`config.mk`:
```
export PLATFORM = sky130hd
export DESIGN_NAME = cpu_top
export DESIGN_NICKNAME = d
export VERILOG_FILES = /design/src/cpu_pkg.sv /design/src/cpu_top.sv /design/src/writeback_stage.sv /design/src/execute_stage.sv /design/src/decode_stage.sv /design/src/fetch_stage.sv /design/src/reg_file.sv /design/src/alu.sv /design/src/pipe_reg.sv
export SDC_FILE = /design/constraint.sdc
export NUM_CORES = 1
export LEC_CHECK = 0
export BUFFER_PORTS_ARGS = -buffer_cell sky130_fd_sc_hd__buf_2
export CAP_MARGIN = 15
export CORE_MARGIN = 1
export CORE_UTILIZATION = 43
export CTS_BUF_LIST = sky130_fd_sc_hd__clkbuf_8
export CTS_CLUSTER_SIZE = 28
export DETAILED_ROUTE_END_ITERATION = 12
export GPL_ROUTABILITY_DRIVEN = 0
export SLEW_MARGIN = 30
export SYNTH_ARGS = -nofsm -noshare
export SYNTH_HDL_FRONTEND = slang
export SYNTH_SLANG_ARGS = --single-unit
```
`constraint.sdc`:
```
create_clock -name clk -period 6.8 [get_ports clk]
set_clock_uncertainty 0.1 [all_clocks]
set_input_delay 0.68 -clock clk [delete_from_list [all_inputs] [get_ports clk]]
set_output_delay 0.68 -clock clk [all_outputs]
set_load 0.1 [all_outputs]
```
`src/cpu_pkg.sv`:
```
package cpu_pkg;

	localparam int word_w = 16;

	typedef logic [word_w-1:0] word_t;
	typedef logic [1:0]        reg_addr_t;
	typedef logic [3:0]        opcode_t;

	// instruction fields
	localparam int op_lsb = 12;
	localparam int rs_lsb = 10;
	localparam int rt_lsb = 8;
	localparam int rd_lsb = 6;
	localparam int fn_w   = 6;
	localparam int imm_w  = 8;

	localparam opcode_t op_bne = 4'd0;
	localparam opcode_t op_beq = 4'd1;
	localparam opcode_t op_adi = 4'd4;
	localparam opcode_t op_ori = 4'd5;
	localparam opcode_t op_lhi = 4'd6;
	localparam opcode_t op_lwd = 4'd7;
	localparam opcode_t op_swd = 4'd8;
	localparam opcode_t op_nop = 4'd13;
	localparam opcode_t op_alu = 4'd15; // R-type, function code selects

	localparam logic [fn_w-1:0] fn_add = 6'd0;
	localparam logic [fn_w-1:0] fn_sub = 6'd1;
	localparam logic [fn_w-1:0] fn_and = 6'd2;
	localparam logic [fn_w-1:0] fn_orr = 6'd3;
	localparam logic [fn_w-1:0] fn_wwd = 6'd28;
	localparam logic [fn_w-1:0] fn_hlt = 6'd29;

	localparam word_t nop_inst = 16'hd000; // bubble word

	typedef enum logic [2:0] {
		alu_add,
		alu_sub,
		alu_and,
		alu_or,
		alu_lhi
	} alu_op_t;

	typedef struct packed {
		word_t     pc;
		reg_addr_t rs;
		reg_addr_t rt;
		word_t     rs_data;
		word_t     rt_data;
		word_t     imm;
		reg_addr_t dest;
		alu_op_t   alu_op;
		logic      alu_src;
		logic      is_branch;
		logic      branch_on_eq;
		logic      mem_read;
		logic      mem_write;
		logic      reg_write;
		logic      is_wwd;
		logic      is_hlt;
		logic      valid;
	} id_ex_t;

	typedef struct packed {
		word_t     alu_result;
		word_t     store_data;
		word_t     wwd_value;
		reg_addr_t dest;
		logic      branch_taken;
		word_t     branch_target;
		logic      mem_read;
		logic      mem_write;
		logic      reg_write;
		logic      is_wwd;
		logic      is_hlt;
		logic      valid;
	} ex_mem_t;

	typedef struct packed {
		word_t     alu_result;
		word_t     load_data;
		word_t     wwd_value;
		reg_addr_t dest;
		logic      mem_to_reg;
		logic      reg_write;
		logic      is_wwd;
		logic      is_hlt;
		logic      valid;
	} mem_wb_t;

	localparam id_ex_t  id_ex_bubble  = id_ex_t'(0);
	localparam ex_mem_t ex_mem_bubble = ex_mem_t'(0);
	localparam mem_wb_t mem_wb_bubble = mem_wb_t'(0);

endpackage
```
`src/cpu_top.sv`:
```
module cpu_top
	import cpu_pkg::*;
(
	input  logic  clk,
	input  logic  arst_n,
	output logic  i_read,
	output word_t i_addr,
	input  word_t i_rdata,
	output logic  d_read,
	output logic  d_write,
	output word_t d_addr,
	output word_t d_wdata,
	input  word_t d_rdata,
	output word_t output_port,
	output word_t num_inst,
	output logic  is_halted
);
	word_t     pc;
	word_t     if_id_pc;
	word_t     if_id_inst;
	reg_addr_t rs;
	reg_addr_t rt;
	word_t     rs_data;
	word_t     rt_data;
	logic      load_stall;
	logic      redirect;
	word_t     wb_result;

	id_ex_t  id_ex_d, id_ex_q;
	ex_mem_t ex_mem_d, ex_mem_q;
	mem_wb_t mem_wb_d, mem_wb_q;

	assign i_read = 1'b1;
	assign i_addr = pc;

	// memory stage
	assign d_read   = ex_mem_q.mem_read;
	assign d_write  = ex_mem_q.mem_write;
	assign d_addr   = ex_mem_q.alu_result;
	assign d_wdata  = ex_mem_q.store_data;
	assign redirect = ex_mem_q.valid && ex_mem_q.branch_taken;

	assign mem_wb_d = '{
		alu_result: ex_mem_q.alu_result,
		load_data:  d_rdata,
		wwd_value:  ex_mem_q.wwd_value,
		dest:       ex_mem_q.dest,
		mem_to_reg: ex_mem_q.mem_read,
		reg_write:  ex_mem_q.reg_write,
		is_wwd:     ex_mem_q.is_wwd,
		is_hlt:     ex_mem_q.is_hlt,
		valid:      ex_mem_q.valid
	};

	fetch_stage u_fetch (
		.clk(clk), .arst_n(arst_n),
		.stall(load_stall), .redirect(redirect), .redirect_target(ex_mem_q.branch_target),
		.inst_in(i_rdata),
		.pc(pc), .if_id_pc(if_id_pc), .if_id_inst(if_id_inst)
	);

	decode_stage u_decode (
		.inst(if_id_inst), .pc(if_id_pc), .rs_data(rs_data), .rt_data(rt_data),
		.ex_dest(id_ex_q.dest), .ex_mem_read(id_ex_q.mem_read),
		.rs(rs), .rt(rt), .load_stall(load_stall), .payload(id_ex_d)
	);

	reg_file u_reg_file (
		.clk(clk), .arst_n(arst_n), .rs(rs), .rt(rt),
		.wr_en(mem_wb_q.reg_write), .wr_addr(mem_wb_q.dest), .wr_data(wb_result),
		.rs_data(rs_data), .rt_data(rt_data)
	);

	pipe_reg #(.payload_t(id_ex_t), .bubble(id_ex_bubble)) u_id_ex (
		.clk(clk), .arst_n(arst_n), .flush(load_stall || redirect), .hold(1'b0),
		.d(id_ex_d), .q(id_ex_q)
	);

	execute_stage u_execute (
		.ex(id_ex_q),
		.mem_dest(ex_mem_q.dest), .mem_reg_write(ex_mem_q.reg_write),
		.mem_result(ex_mem_q.alu_result),
		.wb_dest(mem_wb_q.dest), .wb_reg_write(mem_wb_q.reg_write), .wb_result(wb_result),
		.payload(ex_mem_d)
	);

	pipe_reg #(.payload_t(ex_mem_t), .bubble(ex_mem_bubble)) u_ex_mem (
		.clk(clk), .arst_n(arst_n), .flush(redirect), .hold(1'b0),
		.d(ex_mem_d), .q(ex_mem_q)
	);

	pipe_reg #(.payload_t(mem_wb_t), .bubble(mem_wb_bubble)) u_mem_wb (
		.clk(clk), .arst_n(arst_n), .flush(1'b0), .hold(1'b0),
		.d(mem_wb_d), .q(mem_wb_q)
	);

	writeback_stage u_writeback (
		.clk(clk), .arst_n(arst_n), .wb(mem_wb_q), .result(wb_result),
		.output_port(output_port), .num_inst(num_inst), .is_halted(is_halted)
	);

endmodule

```
`src/writeback_stage.sv`:
```
module writeback_stage
	import cpu_pkg::*;
(
	input  logic    clk,
	input  logic    arst_n,
	input  mem_wb_t wb,
	output word_t   result,
	output word_t   output_port,
	output word_t   num_inst,
	output logic    is_halted
);

	assign result    = wb.mem_to_reg ? wb.load_data : wb.alu_result;
	assign is_halted = wb.valid && wb.is_hlt;

	always_ff @(posedge clk or negedge arst_n) begin
		if (!arst_n) begin
			output_port <= '0;
		end else if (wb.valid && wb.is_wwd) begin
			output_port <= wb.wwd_value;
		end
	end

	// bubbles do not retire
	always_ff @(posedge clk or negedge arst_n) begin
		if (!arst_n) begin
			num_inst <= '0;
		end else if (wb.valid) begin
			num_inst <= num_inst + word_t'(1);
		end
	end

endmodule

```
`src/execute_stage.sv`:
```
module execute_stage
	import cpu_pkg::*;
(
	input  id_ex_t    ex,
	input  reg_addr_t mem_dest,
	input  logic      mem_reg_write,
	input  word_t     mem_result,
	input  reg_addr_t wb_dest,
	input  logic      wb_reg_write,
	input  word_t     wb_result,
	output ex_mem_t   payload
);
	word_t op_a;
	word_t op_b;
	word_t fwd_b;
	word_t alu_result;
	word_t pc_plus_1;
	word_t target;
	logic  equal;

	// nearest producer first
	function automatic word_t forward(reg_addr_t src, word_t reg_val);
		if (mem_reg_write && mem_dest == src)
			return mem_result;
		if (wb_reg_write && wb_dest == src)
			return wb_result;
		return reg_val;
	endfunction

	assign op_a  = forward(ex.rs, ex.rs_data);
	assign fwd_b = forward(ex.rt, ex.rt_data);
	assign op_b  = ex.alu_src ? ex.imm : fwd_b;

	alu u_alu (.a(op_a), .b(op_b), .op(ex.alu_op), .equal(equal), .result(alu_result));

	assign pc_plus_1 = ex.pc + word_t'(1);
	assign target    = pc_plus_1 + ex.imm;

	always_comb begin
		payload               = ex_mem_bubble;
		payload.alu_result    = alu_result;
		payload.store_data    = fwd_b;
		payload.wwd_value     = op_a;
		payload.dest          = ex.dest;
		payload.branch_target = target;
		// a branch to pc+1 is a fall-through, nothing to flush
		payload.branch_taken  = ex.is_branch && (equal == ex.branch_on_eq) &&
			(target != pc_plus_1);
		payload.mem_read      = ex.mem_read;
		payload.mem_write     = ex.mem_write;
		payload.reg_write     = ex.reg_write;
		payload.is_wwd        = ex.is_wwd;
		payload.is_hlt        = ex.is_hlt;
		payload.valid         = ex.valid;
	end

endmodule

```
`src/decode_stage.sv`:
```
module decode_stage
	import cpu_pkg::*;
(
	input  word_t     inst,
	input  word_t     pc,
	input  word_t     rs_data,
	input  word_t     rt_data,
	input  reg_addr_t ex_dest,
	input  logic      ex_mem_read,
	output reg_addr_t rs,
	output reg_addr_t rt,
	output logic      load_stall,
	output id_ex_t    payload
);
	opcode_t          opcode;
	reg_addr_t        rd;
	logic [fn_w-1:0]  fn;
	logic [imm_w-1:0] imm;
	logic             reads_rs;
	logic             reads_rt;

	assign opcode = inst[op_lsb +: 4];
	assign rs     = inst[rs_lsb +: 2];
	assign rt     = inst[rt_lsb +: 2];
	assign rd     = inst[rd_lsb +: 2];
	assign fn     = inst[fn_w-1:0];
	assign imm    = inst[imm_w-1:0];

	always_comb begin
		payload         = id_ex_bubble;
		payload.pc      = pc;
		payload.rs      = rs;
		payload.rt      = rt;
		payload.rs_data = rs_data;
		payload.rt_data = rt_data;
		payload.imm     = {{(word_w-imm_w){imm[imm_w-1]}}, imm};
		payload.dest    = rt;
		payload.valid   = 1'b1;
		reads_rs        = 1'b1;
		reads_rt        = 1'b0;
		case (opcode)
			op_alu: begin
				payload.dest = rd;
				case (fn)
					fn_add: {payload.alu_op, payload.reg_write, reads_rt} = {alu_add, 2'b11};
					fn_sub: {payload.alu_op, payload.reg_write, reads_rt} = {alu_sub, 2'b11};
					fn_and: {payload.alu_op, payload.reg_write, reads_rt} = {alu_and, 2'b11};
					fn_orr: {payload.alu_op, payload.reg_write, reads_rt} = {alu_or, 2'b11};
					fn_wwd: payload.is_wwd = 1'b1;
					fn_hlt: {payload.is_hlt, reads_rs} = 2'b10;
					default: {payload.valid, reads_rs} = 2'b00;
				endcase
			end
			op_adi: {payload.alu_src, payload.reg_write} = 2'b11;
			op_ori, op_lhi: begin
				payload.imm       = {{(word_w-imm_w){1'b0}}, imm}; // zero-extended
				payload.alu_op    = (opcode == op_lhi) ? alu_lhi : alu_or;
				payload.alu_src   = 1'b1;
				payload.reg_write = 1'b1;
				reads_rs          = (opcode == op_ori);
			end
			op_lwd: {payload.alu_src, payload.mem_read, payload.reg_write} = 3'b111;
			op_swd: begin
				{payload.alu_src, payload.mem_write} = 2'b11;
				reads_rt = 1'b1;
			end
			op_beq, op_bne: begin
				payload.is_branch    = 1'b1;
				payload.branch_on_eq = (opcode == op_beq);
				reads_rt             = 1'b1;
			end
			default: {payload.valid, reads_rs} = 2'b00; // nop and unsupported opcodes
		endcase
	end

	// load in execute feeding a source read here
	assign load_stall = ex_mem_read &&
		((reads_rs && ex_dest == rs) || (reads_rt && ex_dest == rt));

endmodule

```
`src/fetch_stage.sv`:
```
module fetch_stage
	import cpu_pkg::*;
(
	input  logic  clk,
	input  logic  arst_n,
	input  logic  stall,
	input  logic  redirect,
	input  word_t redirect_target,
	input  word_t inst_in,
	output word_t pc,
	output word_t if_id_pc,
	output word_t if_id_inst
);

	// redirect wins over a load stall
	always_ff @(posedge clk or negedge arst_n) begin
		if (!arst_n) begin
			pc <= '0;
		end else if (redirect) begin
			pc <= redirect_target;
		end else if (!stall) begin
			pc <= pc + word_t'(1);
		end
	end

	always_ff @(posedge clk or negedge arst_n) begin
		if (!arst_n) begin
			if_id_pc   <= '0;
			if_id_inst <= nop_inst;
		end else if (redirect) begin
			if_id_inst <= nop_inst; // squash wrong-path fetch
		end else if (!stall) begin
			if_id_pc   <= pc;
			if_id_inst <= inst_in;
		end
	end

	a_pc_hold: assert property (@(posedge clk) disable iff (!arst_n)
		stall && !redirect |=> $stable(pc))
		else $error("pc moved during load stall");

endmodule

```
`src/reg_file.sv`:
```
module reg_file
	import cpu_pkg::*;
(
	input  logic      clk,
	input  logic      arst_n,
	input  reg_addr_t rs,
	input  reg_addr_t rt,
	input  logic      wr_en,
	input  reg_addr_t wr_addr,
	input  word_t     wr_data,
	output word_t     rs_data,
	output word_t     rt_data
);
	word_t regs [4];

	always_ff @(posedge clk or negedge arst_n) begin
		if (!arst_n) begin
			regs <= '{default: '0};
		end else if (wr_en) begin
			regs[wr_addr] <= wr_data;
		end
	end

	// writeback bypass into decode
	assign rs_data = (wr_en && wr_addr == rs) ? wr_data : regs[rs];
	assign rt_data = (wr_en && wr_addr == rt) ? wr_data : regs[rt];

	a_wr_addr_known: assert property (@(posedge clk) disable iff (!arst_n)
		wr_en |-> !$isunknown(wr_addr))
		else $error("register write with unknown address");

endmodule

```
`src/alu.sv`:
```
module alu
	import cpu_pkg::*;
(
	input  word_t   a,
	input  word_t   b,
	input  alu_op_t op,
	output logic    equal,
	output word_t   result
);

	always_comb begin
		case (op)
			alu_add: result = a + b;
			alu_sub: result = a - b;
			alu_and: result = a & b;
			alu_or:  result = a | b;
			alu_lhi: result = {b[7:0], 8'h00}; // immediate into the upper byte
			default: result = '0;
		endcase
	end

	assign equal = (a == b); // branch condition

endmodule

```
`src/pipe_reg.sv`:
```
module pipe_reg
	import cpu_pkg::*;
#(
	parameter type      payload_t = word_t,
	parameter payload_t bubble    = payload_t'(0)
) (
	input  logic     clk,
	input  logic     arst_n,
	input  logic     flush,
	input  logic     hold,
	input  payload_t d,
	output payload_t q
);

	always_ff @(posedge clk or negedge arst_n) begin
		if (!arst_n) begin
			q <= bubble;
		end else if (flush) begin
			q <= bubble;
		end else if (!hold) begin
			q <= d;
		end
	end

endmodule

```
* Word-level counts from Yosys, hierarchy flattened
Index checks and enable logic that the tools add are counted.
Word-level totals: bits of input ports 34, output and inout port bits 84, register bits after elaboration 354
Cells by class: eq/ne operators 28, mux-type cells 53, bitwise gates (word level) 7, magnitude comparators 4, reduce and logical (&&, ||, !) cells 31, add/subtract/negate cells 6
Operators with widths (number):
- $mux W16 | 22
- $mux W82 | 1
- $pmux W16 S5 | 1
- $mux W73 | 1
- $bmux W16 S2 | 2
- $bwmux W64 | 1
- $add A16 B1 Y16 const B | 3
- $add A16 B16 Y16 | 2
- $demux W16 S2 | 1
- $and A16 B16 Y16 | 1
- $eq A16 B16 Y1 | 1
- $eq A2 B2 Y1 | 8
- $eq A4 B3 Y1 const B | 4
- $ne A16 B16 Y1 | 1
- $or A16 B16 Y16 | 1
- $sub A16 B16 Y16 | 1
- $logic_and A1 B1 Y1 | 15
- $reduce_or A5 Y1 | 3
- $mux W1 | 14
- $eq A6 B2 Y1 const B | 2
- $eq A6 B5 Y1 const B | 2
- $ge A3 B3 Y1 const B | 3
- $not A2 Y3 | 3
- $eq A4 B4 Y1 const B | 2
- other kinds (25) | 34

* Longest topological paths before layout
Gate-level depths: netlist of run 1.
depth in word-level cells 12, gate-level depth with buffers 20, mapped depth without buffers 18

* Modules after synthesis
From an unflattened synthesis of run 1, not the netlist that was laid out.
Unflattened totals: cell total of the unflattened synthesis 1938, area total of the unflattened synthesis 21608.2 um2
By module, submodules not included:
- reg_file | cells an instance 219, seq. area each 1601.5 um2, area an instance 3772.4 um2, instances 1
- pipe_reg at u_id_ex | cells an instance 264, seq. area each 2052.0 um2, area an instance 3395.8 um2, instances 1
- pipe_reg at u_ex_mem | cells an instance 235, seq. area each 1826.8 um2, area an instance 3022.9 um2, instances 1
- alu | cells an instance 331, seq. area each 0.0 um2, area an instance 2338.5 um2, instances 1
- pipe_reg at u_mem_wb | cells an instance 177, seq. area each 1376.3 um2, area an instance 2269.7 um2, instances 1
- execute_stage | cells an instance 293, seq. area each 0.0 um2, area an instance 2224.6 um2, instances 1
- fetch_stage | cells an instance 185, seq. area each 1204.9 um2, area an instance 2178.3 um2, instances 1
- writeback_stage | cells an instance 113, seq. area each 800.8 um2, area an instance 1529.0 um2, instances 1
- decode_stage | cells an instance 116, seq. area each 0.0 um2, area an instance 848.3 um2, instances 1
- cpu_top | cells an instance 5, seq. area each 0.0 um2, area an instance 28.8 um2, instances 1

* Worst setup path after synthesis of run 1
OpenSTA, ideal clock, no wires.
path type reg2reg, start register u_mem_wb.q[4] in the netlist's numbering, end register u_ex_mem.q[72] in the netlist's numbering, period minus slack after synthesis 3893 ps, required time 6566 ps, cell stages (with the launch flop) 18, arrival time 3659 ps, path slack 2907 ps, path buffers 2, cell sequence dfrtp_1 > buf_2 > buf_2 > mux2i_1 > nor2_1 > a21oi_1 > o21ai_0 > mux2i_1 > inv_1 > ha_1 > inv_1 > o21bai_1 > a2111oi_1 > o21ai_0 > a41oi_1 > nor3_1 > o31ai_1 > a21oi_1
On the way: word-level cells in the longest chain between the ends 8, elaborated cells on any way between the ends 14, classes of those cells 2 x add/sub; 10 x mux; 2 x bitwise
RTL lines:
- start: declaration | line pipe_reg.sv:12 | output payload_t q
- start signal: assignment | line pipe_reg.sv:17 | q <= bubble;
- start signal: assignment | line pipe_reg.sv:19 | q <= bubble;
- $mux W16 * | line writeback_stage.sv:13 | assign result = wb.mem_to_reg ? wb.load_data : wb.alu_result;
- $mux W16 | line execute_stage.sv:25 | if (wb_reg_write && wb_dest == src)
- $mux W16 | line execute_stage.sv:27 | return reg_val;
- $mux W16 | line execute_stage.sv:25
- $mux W16 | line execute_stage.sv:32 | assign op_b = ex.alu_src ? ex.imm : fwd_b;
- $sub A16 B16 Y16, or another cell as far along | line alu.sv:14 | alu_sub: result = a - b;
- $pmux W16 S5 * | line alu.sv:12 | case (op)
- $mux W73 * | line pipe_reg.sv:18 | end else if (flush) begin
- end signal: assignment | line pipe_reg.sv:17
- end signal: assignment | line pipe_reg.sv:19
- end: declaration | line pipe_reg.sv:12
Mark *: on every way between the ends. The rest lies on a longest branch, timed or not. A chain may end at the register's enable or synchronous reset.

* Final worst setup path of run 1
Ends and elaborated chain as after synthesis.

==> results of run 1 <==
state kept, by name, summed over array words and instances, names as in the netlist, 55 cells and up:
signal	cells
u_reg_file.regs	64
u_mem_wb.q	55
u_id_ex.q	75
u_ex_mem.q	73
per-stage QoR:
step | hold WS, ns | util [%] | instance area, µm² | instances
final | 0.0459 | 49.2 | 20100 | 2414
after global routing | 0.0195 | 49.2 | 20100 | 2414
after global placement | 0.234 | 45.6 | 18600 | 2292
after CTS | 0.000786 | 49.1 | 20000 | 2411
after floorplan | 0.231 | - | 17800 | 1756
after detailed placement | 0.235 | 45.7 | 18600 | 2293
kinds of logic (layout without fill, tap and decap cells):
kind of cell,Yosys count,count (layout),synth area share [%]
multiplexers,121,121,9.34
AND/OR/NAND/NOR,570,570,14.8
buffers and inverters,193,319,4.95
other,1,1,0.0210
flip-flops,347,347,48.7
XOR/XNOR,94,94,4.99
adder cells (fa/ha/maj),71,71,5.11
AO/OA/AOI/OAI,359,359,12.1
worst paths after layout:
check / startpoint / to / slack [ns] / cells after the start
max: u_mem_wb.q[4]$_DFF_PN0_ / u_ex_mem.q[72]$_DFF_PN0_ / 1.69 / 15
min: d_rdata[12] / u_mem_wb.q[35]$_DFF_PN0_ / 0.05 / 1
max reg2reg: u_mem_wb.q[4]$_DFF_PN0_ / u_ex_mem.q[72]$_DFF_PN0_ / 1.69 / 15
min reg2reg: u_ex_mem.q[29]$_DFF_PN0_ / u_mem_wb.q[11]$_DFF_PN0_ / 0.25 / 0
max in group asynchronous: arst_n / u_fetch.if_id_pc[13]$_DFFE_PN0P_ / 4.87 / 4
min in group asynchronous: arst_n / u_reg_file.regs[12]$_DFFE_PN0P_ / 0.44 / 2
layout by cell type (no fill, tap or decap), types with 34 or more instances in the layout:
master / synthesis / final
a21oi_1: 131 / 131
and2_1: 61 / 61
buf_2: 16 / 115
clkbuf_8: 0 / 77
dfrtp_1: 344 / 344
ha_1: 68 / 68
inv_1: 60 / 70
mux2_2: 34 / 34
mux2i_1: 54 / 54
nand2_1: 161 / 160
nand3_1: 52 / 50
nor2_1: 183 / 183
o21ai_0: 114 / 114
xnor2_1: 64 / 64
cell type report:
cell class,instances,share of cell area (%)
flip-flops and latches,347,43.2
multi-input cells,1216,41.3
clock buffers,77,5.27
repair buffers,156,4.93
well taps,532,3.31
inverters,60,1.12
clock inverters,26,0.896
power by group through the flow:
stage          Sequential, mW  Clock [mW]  Combinational (mW)
6_report                 3.35        1.96                4.96
2_1_floorplan            3.63           0                3.65
3_3_place_gp             3.36           0                4.87
3_5_place_dp             3.38           0                4.92
5_1_grt                  3.44        2.11                5.42
4_1_cts                  3.35        2.02                4.96
per-layer routing:
| layer | global-route usage (%) | share of wire (%) | vias up |
|---|---|---|---|
| met1 | 30.9 | 46 | 6470 |
| met3 | 3.82 | 5.8 | 79 |
| met2 | 34.6 | 46 | 362 |
| met5 | 0 | 0 | - |
| met4 | 8.23 | 2.7 | 0 |
| li1 | - | - | 6182 |
timing repair:
item                       in CTS  in global routing
setup endpoints to repair       0                  0
hold buffers                   15                  1
hold endpoints to repair       15                 60
==> impl_results.md, run 1 <==
- Outcome: finished clean
- Internal power: between 5 and 6 mW
- FILL cells: 3,767
- Row cnt: 74
- Area of the multi-input gates: about 0.0083 mm²
- CP max stage delay: 0.94 ns
- Initial DRT Pass Iterations: 5
- Crit-path most repeated cell: mux2i_1
- CTS Buffer Depth: 3
- Max Cap Violations: 0
- Port Buf Inserts: 116
- Total power: between 10 and 15 mW
- RSZ-0062 raised after global routing: false
- Worst slew margin: 38.5%
- Slowest CP cell: dfrtp_1
- Die Span Y: around 210 µm
- Peak fanout along the critical path: 16
- Largest net degree at the start of global routing: 168
- Cells along the critical path: mux2i_1 > inv_1 > mux2i_1 > o21ai_0 > mux2i_1 > inv_1 > ha_1 > a21oi_1 > o21bai_1 > a2111oi_1 > o21ai_0 > a41oi_1 > nor3_1 > o31ai_1 > a21oi_1
- VDD IR max: ~0.50 mV
- Post-synthesis net count: 1,861
- Die Wd: 206 µm
- Die area: 0.0423 mm²
- Area Overhead vs Synth: 12.7%
- Post-Place Worst Slack: 1.74 ns
- Core ar.: roughly 0.041 mm²
- LEAKAGE: 9.50 nW
- Post-synthesis cell count: around 1,800
- GR Overflow Total: 0
- Fmax: 196 MHz
- First-pass GRT wire length: just over 70,000 µm
- Clock sink total: about 350
- Net Sw Frac: 45.6%
- Worst path required time: 7.23 ns
- Startpoint Class: flip-flop
- Fraction of registers with async set or reset after synthesis: 100%
- Root Driver: clkbuf_8
- I/O pin cnt: 118
- FF+latch count, synth: roughly 350
- Top cell type by total area after synthesis: dfrtp_1
- Mapped Avg Cell Area: 10.2 µm²
- WL/cell: between 15 and 20 µm
- Top-count cell post-synth: dfrtp_1
- DRT iter0 DRCs: slightly above 800
- Dpl hpwl: 31,300 µm
- Initial antenna violation count: 0
- Worst setup EP type: flip-flop
- TritonCTS clock tree: built
- TNS Setup: 0 ns
- Seq pwr share: 32.6%
- Reg clk slew, reported paths: 0.06 ns
- Post-synth cell types: 79
- CP Class: reg -> reg
- Ys flop type: dfrtp_1
- Min Tclk post-route: 5.11 ns
- Vias in the first global route: 13,178
- Yosys warns: 0
- GRT Total Usage: 22.2%
- Final WS setup: ~1.7 ns
- Synth area leaders: dfrtp_1, ha_1, mux4_2, nor2_1, a21oi_1
- Synth Cell Area: 0.0178 mm²
- Hold Crit Class: in -> reg
- Post-CTS Setup Inserts: 0
- Final wirelength: 45,400 µm
- Final setup fails: 0
- Final antenna-violating net count: 0
- EDFF count, synth: 0
- # resized after CTS: 0
- Initial Util: a little over two fifths
- Synth top area share: 48.3%
- Clk_lat worst skew: 0.67 ns
- Register area share after synthesis: 48.7%
- Worst-Margin Slew: 0.920 ns
- Critical path's top delay family: compound AO/OA/AOI/OAI gates
- Number of H-tree levels: 2
- Logic pwr share: 48.3%
- Final hold violation count: 0
- DR vias/cell: 5.42
- Switch Pwr: 4.68 mW
- Diode count: 0
- Clock power frac: about a fifth
- DRC: 0
- Arrival time worst endpoint: 5.54 ns
- Tcrit/Tclk final: 75.1%
- Worst path buffer plus inverter count: 2
- CTS Buf Count: 58
- Layout cells sized above 1: 17.1%
- Seq. cell area: 0.00869 mm²
- Final Slew Violations: 0
- Layout net count: 1,944
- PD cells: 511 mW/mm²
- Commonest cells in the synthesized netlist: dfrtp_1, nor2_1, nand2_1
- Routed via count: 13,093
No activity file was read; power rests on OpenSTA's default activity.
==> run 2, diff against run 1 <==
==> constraint.sdc (replaced) <==
create_clock -name clk -period 4.5 [get_ports clk]
set_clock_uncertainty 0.1 [all_clocks]
set_input_delay 0.45 -clock clk [delete_from_list [all_inputs] [get_ports clk]]
set_output_delay 0.45 -clock clk [all_outputs]
set_load 0.1 [all_outputs]
==> impl_results.md, run 2 (synthesis results as in run 1) <==
- Area Overhead vs Synth: 15.1%
- CP max stage delay: 0.64 ns
- Worst-Margin Slew: about 0.85 ns
- Met3 WL: approximately 2200 µm
- Net Sw Frac: 45.4%
- Port Buf Inserts: ~120
- Most frequent cells in the layout: dfrtp_1, nor2_1, nand2_1
- WL/cell: 18.3 µm
- Clk_lat worst skew: slightly below 0.7 ns
- Number of H-tree levels: 2
- Vias in the first global route: about 13,000
- TritonCTS clock tree: built
- Worst Hold Depth: 0
- FF-to-FF path depth: 12
- Final Slew Violations: 0
- Logic pwr share: between 40% and 50%
- Die Wd: just over 200 µm
- Arrival time worst endpoint: ~4.7 ns
- Worst slew margin: ~43%
- Min Tclk post-route: 4.18 ns
- GR Overflow Total: 0
- Layout cells sized above 1: 18.4%
- Clock sink total: 347
- Total power: 15.8 mW
- Worst setup EP type: flip-flop
- RSZ-0062 raised after global routing: false
- Startpoint Class: flip-flop
- Largest net degree at the start of global routing: 110
- I/O pin cnt: 118
- Initial DRT Pass Iterations: 5
- PD cells: 768 mW/mm²
- Final wirelength: between 40,000 and 50,000 µm
- Initial Util: 43.7%
- Cells along the critical path: buf_4 > mux2i_1 > o21ai_0 > mux2i_1 > inv_1 > ha_1 > nor2_1 > nand3_1 > nor4_1 > xnor2_1 > and3_1 > o31a_1
- Tcrit/Tclk final: roughly 93%
- Top Registers: u_id_ex.q x75, u_ex_mem.q x73, u_reg_file.regs x64
- Final antenna-violating net count: 0
- Commonest non-fill, non-tap cell in the layout: dfrtp_1
- TNS Setup: 0 ns
- Seq pwr share: between 30 and 40%
- Die area: 0.0423 mm²
- DR top layer: met4
- Die Span Y: 206 µm
- Largest register FFs: 75
- GRT Total Usage: 22.2%
- CTS Buffer Depth: 3
- Biggest register: u_id_ex.q
- Diode count: 0
- Outcome: finished clean
- Clock power frac: between 10% and 20%
- Metal2 WL: 21,000 µm
- Post-Route M1 WL: 20,600 µm
- Fmax: approximately 240 MHz
- Dpl hpwl: about 32,000 µm
- Crit-path most repeated cell: mux2i_1
- Initial antenna violation count: 0
- Slowest CP cell: mux2i_1
- DRC: 0
- Final hold violation count: 0
- Row cnt: 74
- DR vias/cell: roughly 5.4
- Worst path required time: 4.99 ns
- LEAKAGE: 9.77 nW
- Root Driver: clkbuf_8
- Routed via count: 13,256
- Final setup fails: 0
- Max Cap Violations: 0
- VDD IR max: 0.780 mV
- DRT iter0 DRCs: 1,024
- Reg clk slew, reported paths: 0.06 ns
- Core ar.: 0.0408 mm²
- Peak fanout along the critical path: 13
- Hold Crit Class: reg -> reg
- First-pass GRT wire length: just over 70,000 µm
- Internal power: 8.61 mW
- Post-CTS Setup Inserts: 0
- Switch Pwr: around 7.2 mW
- CP Class: reg -> reg
- Layout net count: 1,998
- CTS Buf Count: 58
==> run 2: final cells by class <==
type	instances	area, µm²
timing repair buffer	210	1410
multi-input combinational	1216	8290
clock buffer	75	1030
clock inverter	35	226
fill	3749	20300
inverter	60	225
sequential	347	8690
tap	532	666
==> run 2: power groups by stage <==
stage	registers (mW)	logic (mW)	clock network, mW
floorplan	5.48	5.51	0
global placement	5.07	7.59	0
detailed placement	5.10	7.67	0
CTS	5.07	7.74	3.05
global route	5.19	8.45	3.18
finish	5.06	7.75	2.96
==> run 2: timing repair <==
item	4_1_cts	5_1_grt
gates resized for setup	0	5
hold buffers	33	0
hold endpoints to repair	136	0
setup endpoints to repair	0	4
==> run 2: worst paths after layout <==
check,startpoint,endpoint,slack (ns)
setup reg to reg,u_mem_wb.q[4]$_DFF_PN0_,u_ex_mem.q[22]$_DFF_PN0_,0.32
hold / removal,u_ex_mem.q[30]$_DFF_PN0_,u_mem_wb.q[12]$_DFF_PN0_,0.25
max in group asynchronous,arst_n,u_fetch.if_id_inst[14]$_DFFE_PN1P_,2.91
setup / recovery,u_mem_wb.q[4]$_DFF_PN0_,u_ex_mem.q[22]$_DFF_PN0_,0.32
min in group asynchronous,arst_n,u_reg_file.regs[60]$_DFFE_PN0P_,0.32
hold reg to reg,u_ex_mem.q[30]$_DFF_PN0_,u_mem_wb.q[12]$_DFF_PN0_,0.25
==> run 2: stage by stage <==
stage,utilization (%),setup WS [ns],area (µm²),hold slack [ns],std cells
floorplan,-,0.607,17800,0.0544,1756
global placement,46.4,0.356,18900,0.232,2332
detailed placement,46.4,0.325,18900,0.235,2332
CTS,50.3,0.293,20500,0.249,2475
global route,50.3,0.0119,20500,0.254,2475
finish,50.3,0.320,20500,0.245,2475
==> run 2: critical path, delay by kind of cell, from the launching register on <==
kind / cells / cell delay [ns]
and+or+nand+nor: 4 / 1.13
muxes: 2 / 1.03
DFF: 1 / 0.47
buffers and inverters: 2 / 0.46
adders and majority gates: 1 / 0.42
AOI/OAI and AO/OA: 2 / 0.34
xor gates and xnor gates: 1 / 0.17
==> run 2: routing by layer <==
metal	global-route usage [%]	vias up
met2	35.0	394
met4	9.55	0
met1	30.5	6461
li1	-	6308
met5	0	-
met3	2.98	93
